===== config.mk =====
export PLATFORM = sky130hd
export DESIGN_NAME = alu_unit
export DESIGN_NICKNAME = d
export VERILOG_FILES = /design/src/design/alu_pkg.sv /design/src/design/alu_shifting.sv /design/src/design/alu_cla_adder.sv /design/src/design/alu_booth_mult.sv /design/src/design/alu_result_stage.sv /design/src/design/alu_unit.sv
export SDC_FILE = /design/constraint.sdc
export NUM_CORES = 1
export LEC_CHECK = 0
export BUFFER_PORTS_ARGS = -buffer_cell sky130_fd_sc_hd__buf_2
export CAP_MARGIN = 10
export CORE_AREA = 3 3 210 171
export DETAILED_ROUTE_END_ITERATION = 8
export DIE_AREA = 0 0 213 174
export PLACE_DENSITY_LB_ADDON = 0.08
export SLEW_MARGIN = 20
export SYNTH_ARGS = -nofsm -noshare
export SYNTH_HDL_FRONTEND = slang
export SYNTH_SLANG_ARGS = --single-unit
export TNS_END_PERCENT = 1

===== constraint.sdc =====
create_clock -name clk -period 7.9 [get_ports clk]
set_input_delay 1.58 -clock clk [delete_from_list [all_inputs] [get_ports clk]]
set_output_delay 1.58 -clock clk [all_outputs]
set_load 0.01 [all_outputs]

===== src/design/alu_pkg.sv =====
package alu_pkg;

	// datapath word, also the width of each half of z
	localparam int word_width = 32;

	// booth iterations, one per multiplier bit
	localparam int mult_steps = 32;

	// width of the booth iteration counter
	localparam int step_cnt_width = $clog2(mult_steps);

	// number of 4-bit lookahead groups in the adder
	localparam int cla_groups = word_width / 4;

	// alu opcodes
	// codes 12 to 15 are unused and give a zero result
	typedef enum logic [3:0] {
		op_add  = 4'd0,
		op_sub  = 4'd1,
		op_and  = 4'd2,
		op_or   = 4'd3,
		// bitwise invert of the bus operand
		op_not  = 4'd4,
		// two's complement of the bus operand
		op_neg  = 4'd5,
		op_shr  = 4'd6,
		op_shra = 4'd7,
		op_shl  = 4'd8,
		op_ror  = 4'd9,
		op_rol  = 4'd10,
		// signed 32x32 -> 64, multi-cycle
		op_mul  = 4'd11
	} alu_op_t;

endpackage


===== src/design/alu_shifting.sv =====
`timescale 1ns/1ns

module alu_shifting (
	input  logic [alu_pkg::word_width-1:0] a,
	input  logic [alu_pkg::word_width-1:0] b,
	input  logic                           shr,
	input  logic                           shra,
	input  logic                           shl,
	input  logic                           ror,
	input  logic                           rol,
	output logic [alu_pkg::word_width-1:0] c
);

	import alu_pkg::*;

	// shr and shra share one chain
	logic [word_width-1:0] shr_out;
	logic [word_width-1:0] shl_out;
	logic [word_width-1:0] ror_out;
	logic [word_width-1:0] rol_out;
	// bit shifted in from the top on right shifts
	logic                  fill;
	// count of 32 or more
	logic                  big;

	assign fill = shra & a[word_width-1];
	assign big  = |b[word_width-1:5];

	// priority select, right shifts first
	always_comb begin
		if (shr | shra)
			c = shr_out;
		else if (shl)
			c = shl_out;
		else if (ror)
			c = ror_out;
		else if (rol)
			c = rol_out;
		else
			c = '0;
	end

	// right shift chain, stages of 1 2 4 8 16
	always_comb begin
		shr_out = '0;
		if (shr | shra) begin
			shr_out = a;
			if (b[0])
				shr_out = {fill, shr_out[word_width-1:1]};
			if (b[1])
				shr_out = {{2{fill}}, shr_out[word_width-1:2]};
			if (b[2])
				shr_out = {{4{fill}}, shr_out[word_width-1:4]};
			if (b[3])
				shr_out = {{8{fill}}, shr_out[word_width-1:8]};
			if (b[4])
				shr_out = {{16{fill}}, shr_out[word_width-1:16]};
			// everything shifted out
			if (big)
				shr_out = {word_width{fill}};
		end
	end

	// left shift chain, zero fill
	always_comb begin
		shl_out = '0;
		if (shl) begin
			shl_out = a;
			if (b[0])
				shl_out = {shl_out[word_width-2:0], 1'b0};
			if (b[1])
				shl_out = {shl_out[word_width-3:0], 2'b0};
			if (b[2])
				shl_out = {shl_out[word_width-5:0], 4'b0};
			if (b[3])
				shl_out = {shl_out[word_width-9:0], 8'b0};
			if (b[4])
				shl_out = {shl_out[word_width-17:0], 16'b0};
			if (big)
				shl_out = '0;
		end
	end

	// rotate right, stages chain on the previous stage
	// upper count bits ignored, a full turn is a no-op
	always_comb begin
		ror_out = '0;
		if (ror) begin
			ror_out = a;
			if (b[0])
				ror_out = {ror_out[0], ror_out[word_width-1:1]};
			if (b[1])
				ror_out = {ror_out[1:0], ror_out[word_width-1:2]};
			if (b[2])
				ror_out = {ror_out[3:0], ror_out[word_width-1:4]};
			if (b[3])
				ror_out = {ror_out[7:0], ror_out[word_width-1:8]};
			if (b[4])
				ror_out = {ror_out[15:0], ror_out[word_width-1:16]};
		end
	end

	// rotate left, same structure mirrored
	always_comb begin
		rol_out = '0;
		if (rol) begin
			rol_out = a;
			if (b[0])
				rol_out = {rol_out[word_width-2:0], rol_out[word_width-1]};
			if (b[1])
				rol_out = {rol_out[word_width-3:0], rol_out[word_width-1:word_width-2]};
			if (b[2])
				rol_out = {rol_out[word_width-5:0], rol_out[word_width-1:word_width-4]};
			if (b[3])
				rol_out = {rol_out[word_width-9:0], rol_out[word_width-1:word_width-8]};
			if (b[4])
				rol_out = {rol_out[word_width-17:0], rol_out[word_width-1:word_width-16]};
		end
	end

endmodule


===== src/design/alu_cla_adder.sv =====
`timescale 1ns/1ns

module alu_cla_adder (
	input  logic [alu_pkg::word_width-1:0] a,
	input  logic [alu_pkg::word_width-1:0] b,
	input  logic                           sub,
	output logic [alu_pkg::word_width-1:0] sum
);

	import alu_pkg::*;

	// b after optional inversion
	logic [word_width-1:0]   bx;
	// bit generate / propagate
	logic [word_width-1:0]   g;
	logic [word_width-1:0]   p;
	// carry into every bit
	logic [word_width-1:0]   c;
	// group generate / propagate, last group has no consumer
	logic [cla_groups-2:0]   gg;
	logic [cla_groups-2:0]   gp;
	// carry into each group
	logic [cla_groups-1:0]   gc;

	assign bx = b ^ {word_width{sub}};
	assign g  = a & bx;
	assign p  = a ^ bx;

	// group lookahead and the ripple between groups
	always_comb begin
		// subtract is a + ~b + 1
		gc[0] = sub;
		for (int i = 0; i < cla_groups - 1; i++) begin
			gg[i] = g[4*i+3] | (p[4*i+3] & g[4*i+2]) |
				(p[4*i+3] & p[4*i+2] & g[4*i+1]) |
				(p[4*i+3] & p[4*i+2] & p[4*i+1] & g[4*i]);
			gp[i] = &p[4*i +: 4];
			gc[i+1] = gg[i] | (gp[i] & gc[i]);
		end
	end

	// carries inside each group, all from the group carry in
	always_comb begin
		for (int i = 0; i < cla_groups; i++) begin
			c[4*i]   = gc[i];
			c[4*i+1] = g[4*i] | (p[4*i] & gc[i]);
			c[4*i+2] = g[4*i+1] | (p[4*i+1] & g[4*i]) |
				(p[4*i+1] & p[4*i] & gc[i]);
			c[4*i+3] = g[4*i+2] | (p[4*i+2] & g[4*i+1]) |
				(p[4*i+2] & p[4*i+1] & g[4*i]) |
				(p[4*i+2] & p[4*i+1] & p[4*i] & gc[i]);
		end
	end

	assign sum = p ^ c;

endmodule


===== src/design/alu_booth_mult.sv =====
`timescale 1ns/1ns

module alu_booth_mult (
	input  logic                             clk,
	input  logic                             rst,
	input  logic                             start,
	input  logic [alu_pkg::word_width-1:0]   multiplicand,
	input  logic [alu_pkg::word_width-1:0]   multiplier,
	output logic                             busy,
	output logic                             done,
	output logic [2*alu_pkg::word_width-1:0] product
);

	import alu_pkg::*;

	// upper half, one guard bit so that adding the most
	// negative multiplicand cannot overflow
	logic [word_width:0]     acc;
	// lower half, starts as the multiplier
	logic [word_width-1:0]   q;
	// booth bit to the right of q[0]
	logic                    q_m1;
	logic [word_width-1:0]   mcand;
	// sign extended multiplicand
	logic [word_width:0]     mcand_x;
	// upper half after this step's add or subtract
	logic [word_width:0]     acc_sum;
	logic                    running;
	logic                    done_r;
	logic [step_cnt_width-1:0] count;
	logic                    accept;

	assign accept  = start & ~busy;
	assign mcand_x = {mcand[word_width-1], mcand};

	// recode the low bit pair
	always_comb begin
		case ({q[0], q_m1})
			// end of a run of ones
			2'b01:   acc_sum = acc + mcand_x;
			// start of a run of ones
			2'b10:   acc_sum = acc - mcand_x;
			default: acc_sum = acc;
		endcase
	end

	// sequencing
	always_ff @(posedge clk) begin
		if (rst) begin
			running <= 1'b0;
			done_r  <= 1'b0;
			count   <= '0;
		end else begin
			done_r <= 1'b0;
			if (accept) begin
				running <= 1'b1;
				count   <= '0;
			end else if (running) begin
				count <= count + 1'b1;
				// last iteration, product valid next cycle
				if (count == step_cnt_width'(mult_steps - 1)) begin
					running <= 1'b0;
					done_r  <= 1'b1;
				end
			end
		end
	end

	// datapath, add then arithmetic shift right of {acc, q, q_m1}
	always_ff @(posedge clk) begin
		if (accept) begin
			acc   <= '0;
			q     <= multiplier;
			q_m1  <= 1'b0;
			mcand <= multiplicand;
		end else if (running) begin
			{acc, q, q_m1} <= {acc_sum[word_width], acc_sum, q};
		end
	end

	// busy stays up through the done cycle so
	// the result can be handed over before a new start
	assign busy    = running | done_r;
	assign done    = done_r;
	assign product = {acc[word_width-1:0], q};

endmodule


===== src/design/alu_result_stage.sv =====
`timescale 1ns/1ns

module alu_result_stage (
	input  logic                             clk,
	input  logic                             rst,
	input  logic [alu_pkg::word_width-1:0]   bus_in,
	input  logic                             y_load,
	input  alu_pkg::alu_op_t                 op,
	input  logic                             op_valid,
	// adder side
	output logic [alu_pkg::word_width-1:0]   add_a,
	output logic [alu_pkg::word_width-1:0]   add_b,
	output logic                             add_sub,
	input  logic [alu_pkg::word_width-1:0]   add_sum,
	// shifter side
	output logic [alu_pkg::word_width-1:0]   shift_a,
	output logic [alu_pkg::word_width-1:0]   shift_b,
	output logic                             shr,
	output logic                             shra,
	output logic                             shl,
	output logic                             ror,
	output logic                             rol,
	input  logic [alu_pkg::word_width-1:0]   shift_c,
	// multiplier side
	output logic                             mult_start,
	input  logic                             mult_busy,
	input  logic                             mult_done,
	input  logic [2*alu_pkg::word_width-1:0] mult_product,
	// results
	output logic [alu_pkg::word_width-1:0]   z_hi,
	output logic [alu_pkg::word_width-1:0]   z_lo,
	output logic                             done,
	output logic                             busy
);

	import alu_pkg::*;

	// operand a register
	logic [word_width-1:0] y;
	// single-cycle result for the current op
	logic [word_width-1:0] result;
	// op_valid that is taken, not dropped for busy
	logic                  accept;
	logic                  is_mul;

	// busy spans the whole mul, done cycle included
	assign busy   = mult_busy;
	assign accept = op_valid & ~busy;
	assign is_mul = (op == op_mul);

	assign mult_start = accept & is_mul;

	// adder controls
	// neg is 0 - b
	assign add_a   = (op == op_neg) ? '0 : y;
	assign add_b   = bus_in;
	assign add_sub = (op == op_sub) | (op == op_neg);

	// shifter operands and one-hot kind
	assign shift_a = y;
	assign shift_b = bus_in;
	assign shr     = (op == op_shr);
	assign shra    = (op == op_shra);
	assign shl     = (op == op_shl);
	assign ror     = (op == op_ror);
	assign rol     = (op == op_rol);

	// result mux, logic ops done here
	always_comb begin
		case (op)
			op_add, op_sub, op_neg:
				result = add_sum;
			op_and:
				result = y & bus_in;
			op_or:
				result = y | bus_in;
			// not takes the bus operand
			op_not:
				result = ~bus_in;
			op_shr, op_shra, op_shl, op_ror, op_rol:
				result = shift_c;
			// mul and undefined codes
			default:
				result = '0;
		endcase
	end

	// y and z registers, done pulse
	always_ff @(posedge clk) begin
		if (rst) begin
			y    <= '0;
			z_hi <= '0;
			z_lo <= '0;
			done <= 1'b0;
		end else begin
			// same-edge op still sees old y
			if (y_load)
				y <= bus_in;
			done <= 1'b0;
			if (accept && !is_mul) begin
				z_hi <= '0;
				z_lo <= result;
				done <= 1'b1;
			end else if (mult_done) begin
				// busy is high here, no accept can collide
				{z_hi, z_lo} <= mult_product;
				done         <= 1'b1;
			end
		end
	end

endmodule


===== src/design/alu_unit.sv =====
`timescale 1ns/1ns

module alu_unit (
	input  logic                           clk,
	input  logic                           rst,
	input  logic [alu_pkg::word_width-1:0] bus_in,
	input  logic                           y_load,
	input  alu_pkg::alu_op_t               op,
	input  logic                           op_valid,
	output logic [alu_pkg::word_width-1:0] z_hi,
	output logic [alu_pkg::word_width-1:0] z_lo,
	output logic                           done,
	output logic                           busy
);

	import alu_pkg::*;

	// adder hookup
	logic [word_width-1:0]   add_a;
	logic [word_width-1:0]   add_b;
	logic                    add_sub;
	logic [word_width-1:0]   add_sum;
	// shifter hookup
	logic [word_width-1:0]   shift_a;
	logic [word_width-1:0]   shift_b;
	logic                    shr;
	logic                    shra;
	logic                    shl;
	logic                    ror;
	logic                    rol;
	logic [word_width-1:0]   shift_c;
	// multiplier hookup
	logic                    mult_start;
	logic                    mult_busy;
	logic                    mult_done;
	logic [2*word_width-1:0] mult_product;

	// control, y, z
	alu_result_stage u_result (
		.clk          (clk),
		.rst          (rst),
		.bus_in       (bus_in),
		.y_load       (y_load),
		.op           (op),
		.op_valid     (op_valid),
		.add_a        (add_a),
		.add_b        (add_b),
		.add_sub      (add_sub),
		.add_sum      (add_sum),
		.shift_a      (shift_a),
		.shift_b      (shift_b),
		.shr          (shr),
		.shra         (shra),
		.shl          (shl),
		.ror          (ror),
		.rol          (rol),
		.shift_c      (shift_c),
		.mult_start   (mult_start),
		.mult_busy    (mult_busy),
		.mult_done    (mult_done),
		.mult_product (mult_product),
		.z_hi         (z_hi),
		.z_lo         (z_lo),
		.done         (done),
		.busy         (busy)
	);

	alu_cla_adder u_adder (
		.a   (add_a),
		.b   (add_b),
		.sub (add_sub),
		.sum (add_sum)
	);

	alu_shifting u_shifter (
		.a    (shift_a),
		.b    (shift_b),
		.shr  (shr),
		.shra (shra),
		.shl  (shl),
		.ror  (ror),
		.rol  (rol),
		.c    (shift_c)
	);

	// multiplier takes y as multiplicand, bus as multiplier
	alu_booth_mult u_mult (
		.clk          (clk),
		.rst          (rst),
		.start        (mult_start),
		.multiplicand (shift_a),
		.multiplier   (shift_b),
		.busy         (mult_busy),
		.done         (mult_done),
		.product      (mult_product)
	);

endmodule


# Yosys cells after proc, flatten, opt, wreduce, memory -nomap -nowiden
# Cells that the tools add are included.
# totals
wordCells,291
reg_bits,201
# classes
n_eq_ne,14
add_sub_neg,3
n_mux,39
reduce_logical,18
bitwise,206
# ops
cell,count
32-bit 2-to-1 mux,31
32-bit case mux with 5 select lines,1
1-bit bitwise AND,118
32-bit XOR,3
1-bit OR,79
33-bit case mux with 2 select lines,1
32-bit by 32-bit adder with 33-bit output,1
32-bit by 32-bit subtractor with 33-bit output,1
32-bit bitwise AND,1
32-bit inverter,1
32-bit OR,1
31-bit bitwise AND,1
4-bit AND reduction,7
27-bit OR reduction,1
"4-bit by 3-bit equality test with 1-bit output, second input constant",4
"4-bit equality test, second input constant",4
"4-bit by 2-bit equality test with 1-bit output, second input constant",2
1-bit 2-to-1 mux,6
3-bit OR reduction,2
"5-bit by 1-bit adder with 5-bit output, second input constant",1
"5-bit equality test, second input constant",1
5-bit OR reduction,1
"4-bit by 1-bit equality test with 1-bit output, second input constant",1
4-bit logical NOT,1
other kinds (7),10

# Logic depth before layout (Yosys ltp)
# logic_depth
ltp_word,26
mapped_depth,25
ltp_nobuf,23

# Hierarchy
# From an unflattened synthesis, not the netlist that was laid out.
# unflattened
hier_cells,2262
hier_area_um2,19990.4
# by_module_without_submodules
module,seq_area_each_um2,area_per_inst_um2,instances,cells_per_inst
alu_booth_mult,2722.6,6368.6,1,699
alu_result_stage,1941.9,5985.7,1,664
alu_shifting,0.0,5913.2,1,680
alu_cla_adder,0.0,1722.9,1,219

# Least setup slack after synthesis
# OpenSTA, ideal clock, no wires.
# synth_path
kind,in2reg
start,input port op[1]
end,register u_result.z_lo[29] (netlist bit)
stages,23
path_slack_ps,1781
arrival_ps,5979
n_path_buf,2
cell_sequence,buf_2 nand2b_1 nor2_1 clkbuf_1 xor2_1 ha_1 a21oi_1 o21ai_0 a221o_1 o21ai_2 o31ai_2 a221oi_2 o21ai_1 or2_2 fa_1 xnor2_1 o22ai_1 a21oi_1 a21oi_1 nor2b_1 o211ai_1 a211oi_1 a2111oi_1
# synth_between
elab_chain_len,26
elab_cells_between_ends,116
classes_between,eq/ne: 11; mux: 13; bitwise: 79; reduce/logical: 13
# synth_rtl
item,line,source
"start, declared",alu_unit.sv:8,"input alu_pkg::alu_op_t op,"
4-bit by 1-bit equality test with 1-bit output or 4-bit by 3-bit equality test with 1-bit output (tied branches),"alu_result_stage.sv:57, alu_result_stage.sv:70, alu_result_stage.sv:55",
1-bit OR,alu_result_stage.sv:57,assign add_sub = (op == op_sub) | (op == op_neg);
32-bit XOR,alu_cla_adder.sv:25,assign bx = b ^ {word_width{sub}};
32-bit XOR or 31-bit bitwise AND (tied branches),"alu_cla_adder.sv:27, alu_cla_adder.sv:26",
"1-bit bitwise AND, on equally long branches","alu_cla_adder.sv:34, alu_cla_adder.sv:35, alu_cla_adder.sv:36",
1-bit OR (tied with other cells),alu_cla_adder.sv:34,gg[i] = g[4*i+3] | (p[4*i+3] & g[4*i+2]) |
1-bit OR or 1-bit bitwise AND (tied branches),"alu_cla_adder.sv:34, alu_cla_adder.sv:36",
1-bit OR,alu_cla_adder.sv:35,(p[4*i+3] & p[4*i+2] & g[4*i+1]) |
[... 10 more ...],-,
1-bit OR,alu_cla_adder.sv:38,gc[i+1] = gg[i] | (gp[i] & gc[i]);
1-bit bitwise AND,alu_cla_adder.sv:38,
1-bit OR,alu_cla_adder.sv:38,
1-bit bitwise AND,alu_cla_adder.sv:46,c[4*i+1] = g[4*i] | (p[4*i] & gc[i]);
1-bit OR,alu_cla_adder.sv:46,
32-bit XOR,alu_cla_adder.sv:55,assign sum = p ^ c;
32-bit case mux with 5 select lines,alu_result_stage.sv:70,case (op)
32-bit 2-to-1 mux,alu_result_stage.sv:100,if (accept && !is_mul) begin
"end signal, assigned",alu_result_stage.sv:102,z_lo <= result;
"end signal, assigned",alu_result_stage.sv:106,"{z_hi, z_lo} <= mult_product;"
"end, declared",alu_result_stage.sv:31,"output logic [alu_pkg::word_width-1:0] z_lo,"
# Several ways; a longest one is shown, not always the timed one.
# A chain may end at the register's enable or synchronous reset.

# Worst setup path after layout
# Ends and elaborated chain as after synthesis.

==> impl_metrics.toml <==
[setup_path]
arrival_ns = 6.80
endpoint_kind = "register"
rr_endpoint = "u_result.z_lo[29]"
required_ns = 8.29
r2r-start = "u_result.shift_a[5]"
cp-start-kind = "input pin"
crit_start = "op[1]"
ff2ff_path_depth = 19
reg2reg_setup_slack_ns = 3.05
path_class = "input pin to register"
path_max_fanout = 31

[run]
drv_cap = 0

[grt]
antenna_found_initial = 2
grt_overflow = 0
grt_max_degree = 76
grt_pass1_wl_mm = 109
grt_usage = 0.385
grt_pass1_vias = 17300

[place]
hpwl_mm = 52.9
pre_cts_ws_ns = 1.03
place_congestion = 1.05
placed_cell_area_mm2 = 0.0192
io_buffers = 105

[floorplan]
start_util = 0.553
dieArea_mm2 = 0.0371
io_pins = 106
core_mm2 = 0.0337
fp-row-count = 60
die_y_um = 174
die_w_um = 213

[cells_and_area]
synthToLayoutAreaGrowth_pct = 6.89
drive_gt1_frac = 0.142
fin_nets = 2455
fill_cells = 3151
multiInputGateArea_mm2 = 0.0128
fin_area_mm2 = 0.0199
seq_area_mm2 = 0.00467
final_common_cell = "nand2_1"
final_cell_mix = "292 x nand2_1, 273 x nor2_1, 211 x a21oi_1, 159 x mux2i_1, 147 x o21ai_0"

[synth]
synth_warnings = 0
dominantRegCellSynth = "dfxtp_1"
avgSynthCellArea_um2 = 7.85
synthCells = 2374
synthTopCellsByArea = "dfxtp_1 15%, edfxtp_1 10%, mux2i_1 8.5%"
synth_edf_count = 64
syn-num-nets = 2489
async_flop_share = 0
synth-seq-cells = 201
yosysUniqueCellTypes = 95
yosys.area.top_type = "dfxtp_1"
ys_seq_area_frac = 0.250
mappedNetlistArea_mm2 = 0.0186
yosys.area.top_type_share = 0.147

[detailed_routing]
drt_iter0_markers = 2767
ant_nets = 0
drt-wirelength-per-cell_um = 26.5
via_per_inst = 6.78
wirelength_mm = 74.0
drt_first_pass_iters = 6
drc_errors = 0
vias = 18900

[cts]
cts-resized-gates = 0
clk_pin_slew_ns = 0.06
post_cts_buffers = 0
cts_hold_buf = 0
cts_made_buffers = 23
insertion_delay_ns = 0.56
clk_path_buf_depth = 3
cts_tree = "done"
htree_num_levels = 1
clock-sinks = 201
root_buffer = "clkbuf_16"

[timing]
layout_setup_ws_ns = 1.49
skew_ns = 0.0315
rsz0062_at_grt = "false"
holdWs_ns = 0.479
slew_headroom = 0.292
setup_violations = 0
worst_slew_pin_slew_ns = 1.05
tns_ns = 0
hold_violations = 0
drv_slew = 0
layout_min_cycle_time_ns = 6.41
finalCritPeriodShare = 0.811
fmaxAchievable_ghz = 0.156

[hold_path]
min_path_type = "register to register"
hold_end = "u_mult.q_m1"
whs_path_depth = 2
worstHoldStart = "u_mult.q_m1"

[pwr]
vdd_drop_max_mv = 0.157
leakagePower_nw = 8.06
cellPowerDensity_mw_per_mm2 = 196

[run_status]
outcome = "finished, final reports clean"
==> critical path, stage by stage <==
cell and delay (ns):
buf_2 0.13, nand2b_1 0.20, nor2_4 0.10, nand2_1 0.57, and2_1 0.43, ha_1 0.32
a21oi_1 0.22, o21ai_0 0.11, a221o_1 0.40, o21ai_2 0.18, o31ai_2 0.11, a221oi_2 0.29
o21ai_1 0.18, or2_2 0.32, fa_1 0.43, xnor2_1 0.17, o22ai_1 0.08, a21oi_1 0.17
a21oi_1 0.08, nor2b_1 0.28, o211ai_1 0.13, a211oi_1 0.20, a2111oi_1 0.08
==> layout make-up <==
cell class                      count  share of cell area
Antenna cell                        1            0.000126
Timing Repair Buffer              161              0.0478
Clock buffer                       35              0.0348
Clock inverter                      7             0.00308
Sequential cell                   201               0.234
Tap cell                          434              0.0272
Inverter                           46             0.00866
Multi-Input combinational cell   1907               0.644
==> registers in the layout, summed over array words and instances, names as in the netlist <==
signal	flops
u_result.done	1
u_mult.q	32
u_result.shift_a	32
u_mult.q_m1	1
u_result.z_hi	32
u_result.z_lo	32
u_mult.mcand	32
u_mult.running	1
u_mult.acc	32
u_mult.count	5
u_mult.done	1
==> Yosys cell counts (13+ instances only) <==
cell type  instances
nand2_1          293
nor2_1           275
a21oi_1          211
mux2i_1          159
o21ai_0          147
clkbuf_1         138
dfxtp_1          137
ha_1              67
edfxtp_1          64
xnor2_1           62
mux2_2            56
xor2_1            52
nor3_1            44
o2111ai_1         43
and2_1            41
inv_1             41
buf_1             32
a211oi_1          31
buf_2             29
a21o_1            28
o22ai_1           28
mux4_2            25
o211ai_1          25
a31oi_1           23
nand2b_1          19
o21ai_1           17
nand3_1           16
o21bai_1          15
and3_1            13
nor4_1            13
or2_2             13
==> metal layers <==
| layer | wire (µm) | share of wire | vias to the layer above | track usage |
|---|---|---|---|---|
| met4 | 4070 | 0.055 | 0 | 0.170 |
| met1 | 31200 | 0.42 | 8953 | 0.550 |
| met2 | 29300 | 0.40 | 1195 | 0.537 |
| li1 | - | - | 8552 | - |
| met5 | 0 | 0 | - | 0 |
| met3 | 9390 | 0.13 | 241 | 0.111 |
==> report_power, final <==
part / internal (mW) / switching [mW]
sequential: 1.17 / 0.127
clock: 0.614 / 0.462
combinational: 0.603 / 0.935
total: 2.38 / 1.52
==> through the flow <==
step	utilization	instances	power (mW)
4_1_cts	0.591	2791	3.87
3_3_place_gp	0.569	2749	2.76
6_report	0.591	2792	3.91
5_1_grt	0.591	2791	4.11
2_1_floorplan	-	2374	2.41
3_5_place_dp	0.569	2749	2.79
==> how the worst max path moves through the flow <==
stage	cells past startpoint	endpoint	slack, ns
after floorplan	23	u_result.z_lo[29]	1.78
after global placement	23	u_result.z_lo[29]	1.15
after detailed placement	23	u_result.z_lo[29]	1.03
after CTS	23	u_result.z_lo[29]	1.59
after global routing	23	u_result.z_lo[29]	1.15
final	23	u_result.z_lo[29]	1.49
==> cell families after synthesis <==
kind of cell	Yosys count	share of synthesized area
DFF	201	0.250
buffers and inverters	266	0.0627
xor gates and xnor gates	114	0.0535
muxes	243	0.152
AOI/OAI and AO/OA	700	0.245
adders and majority gates	75	0.0535
and+or+nand+nor	775	0.183
Note: power is estimated with default switching activity, not from simulation.
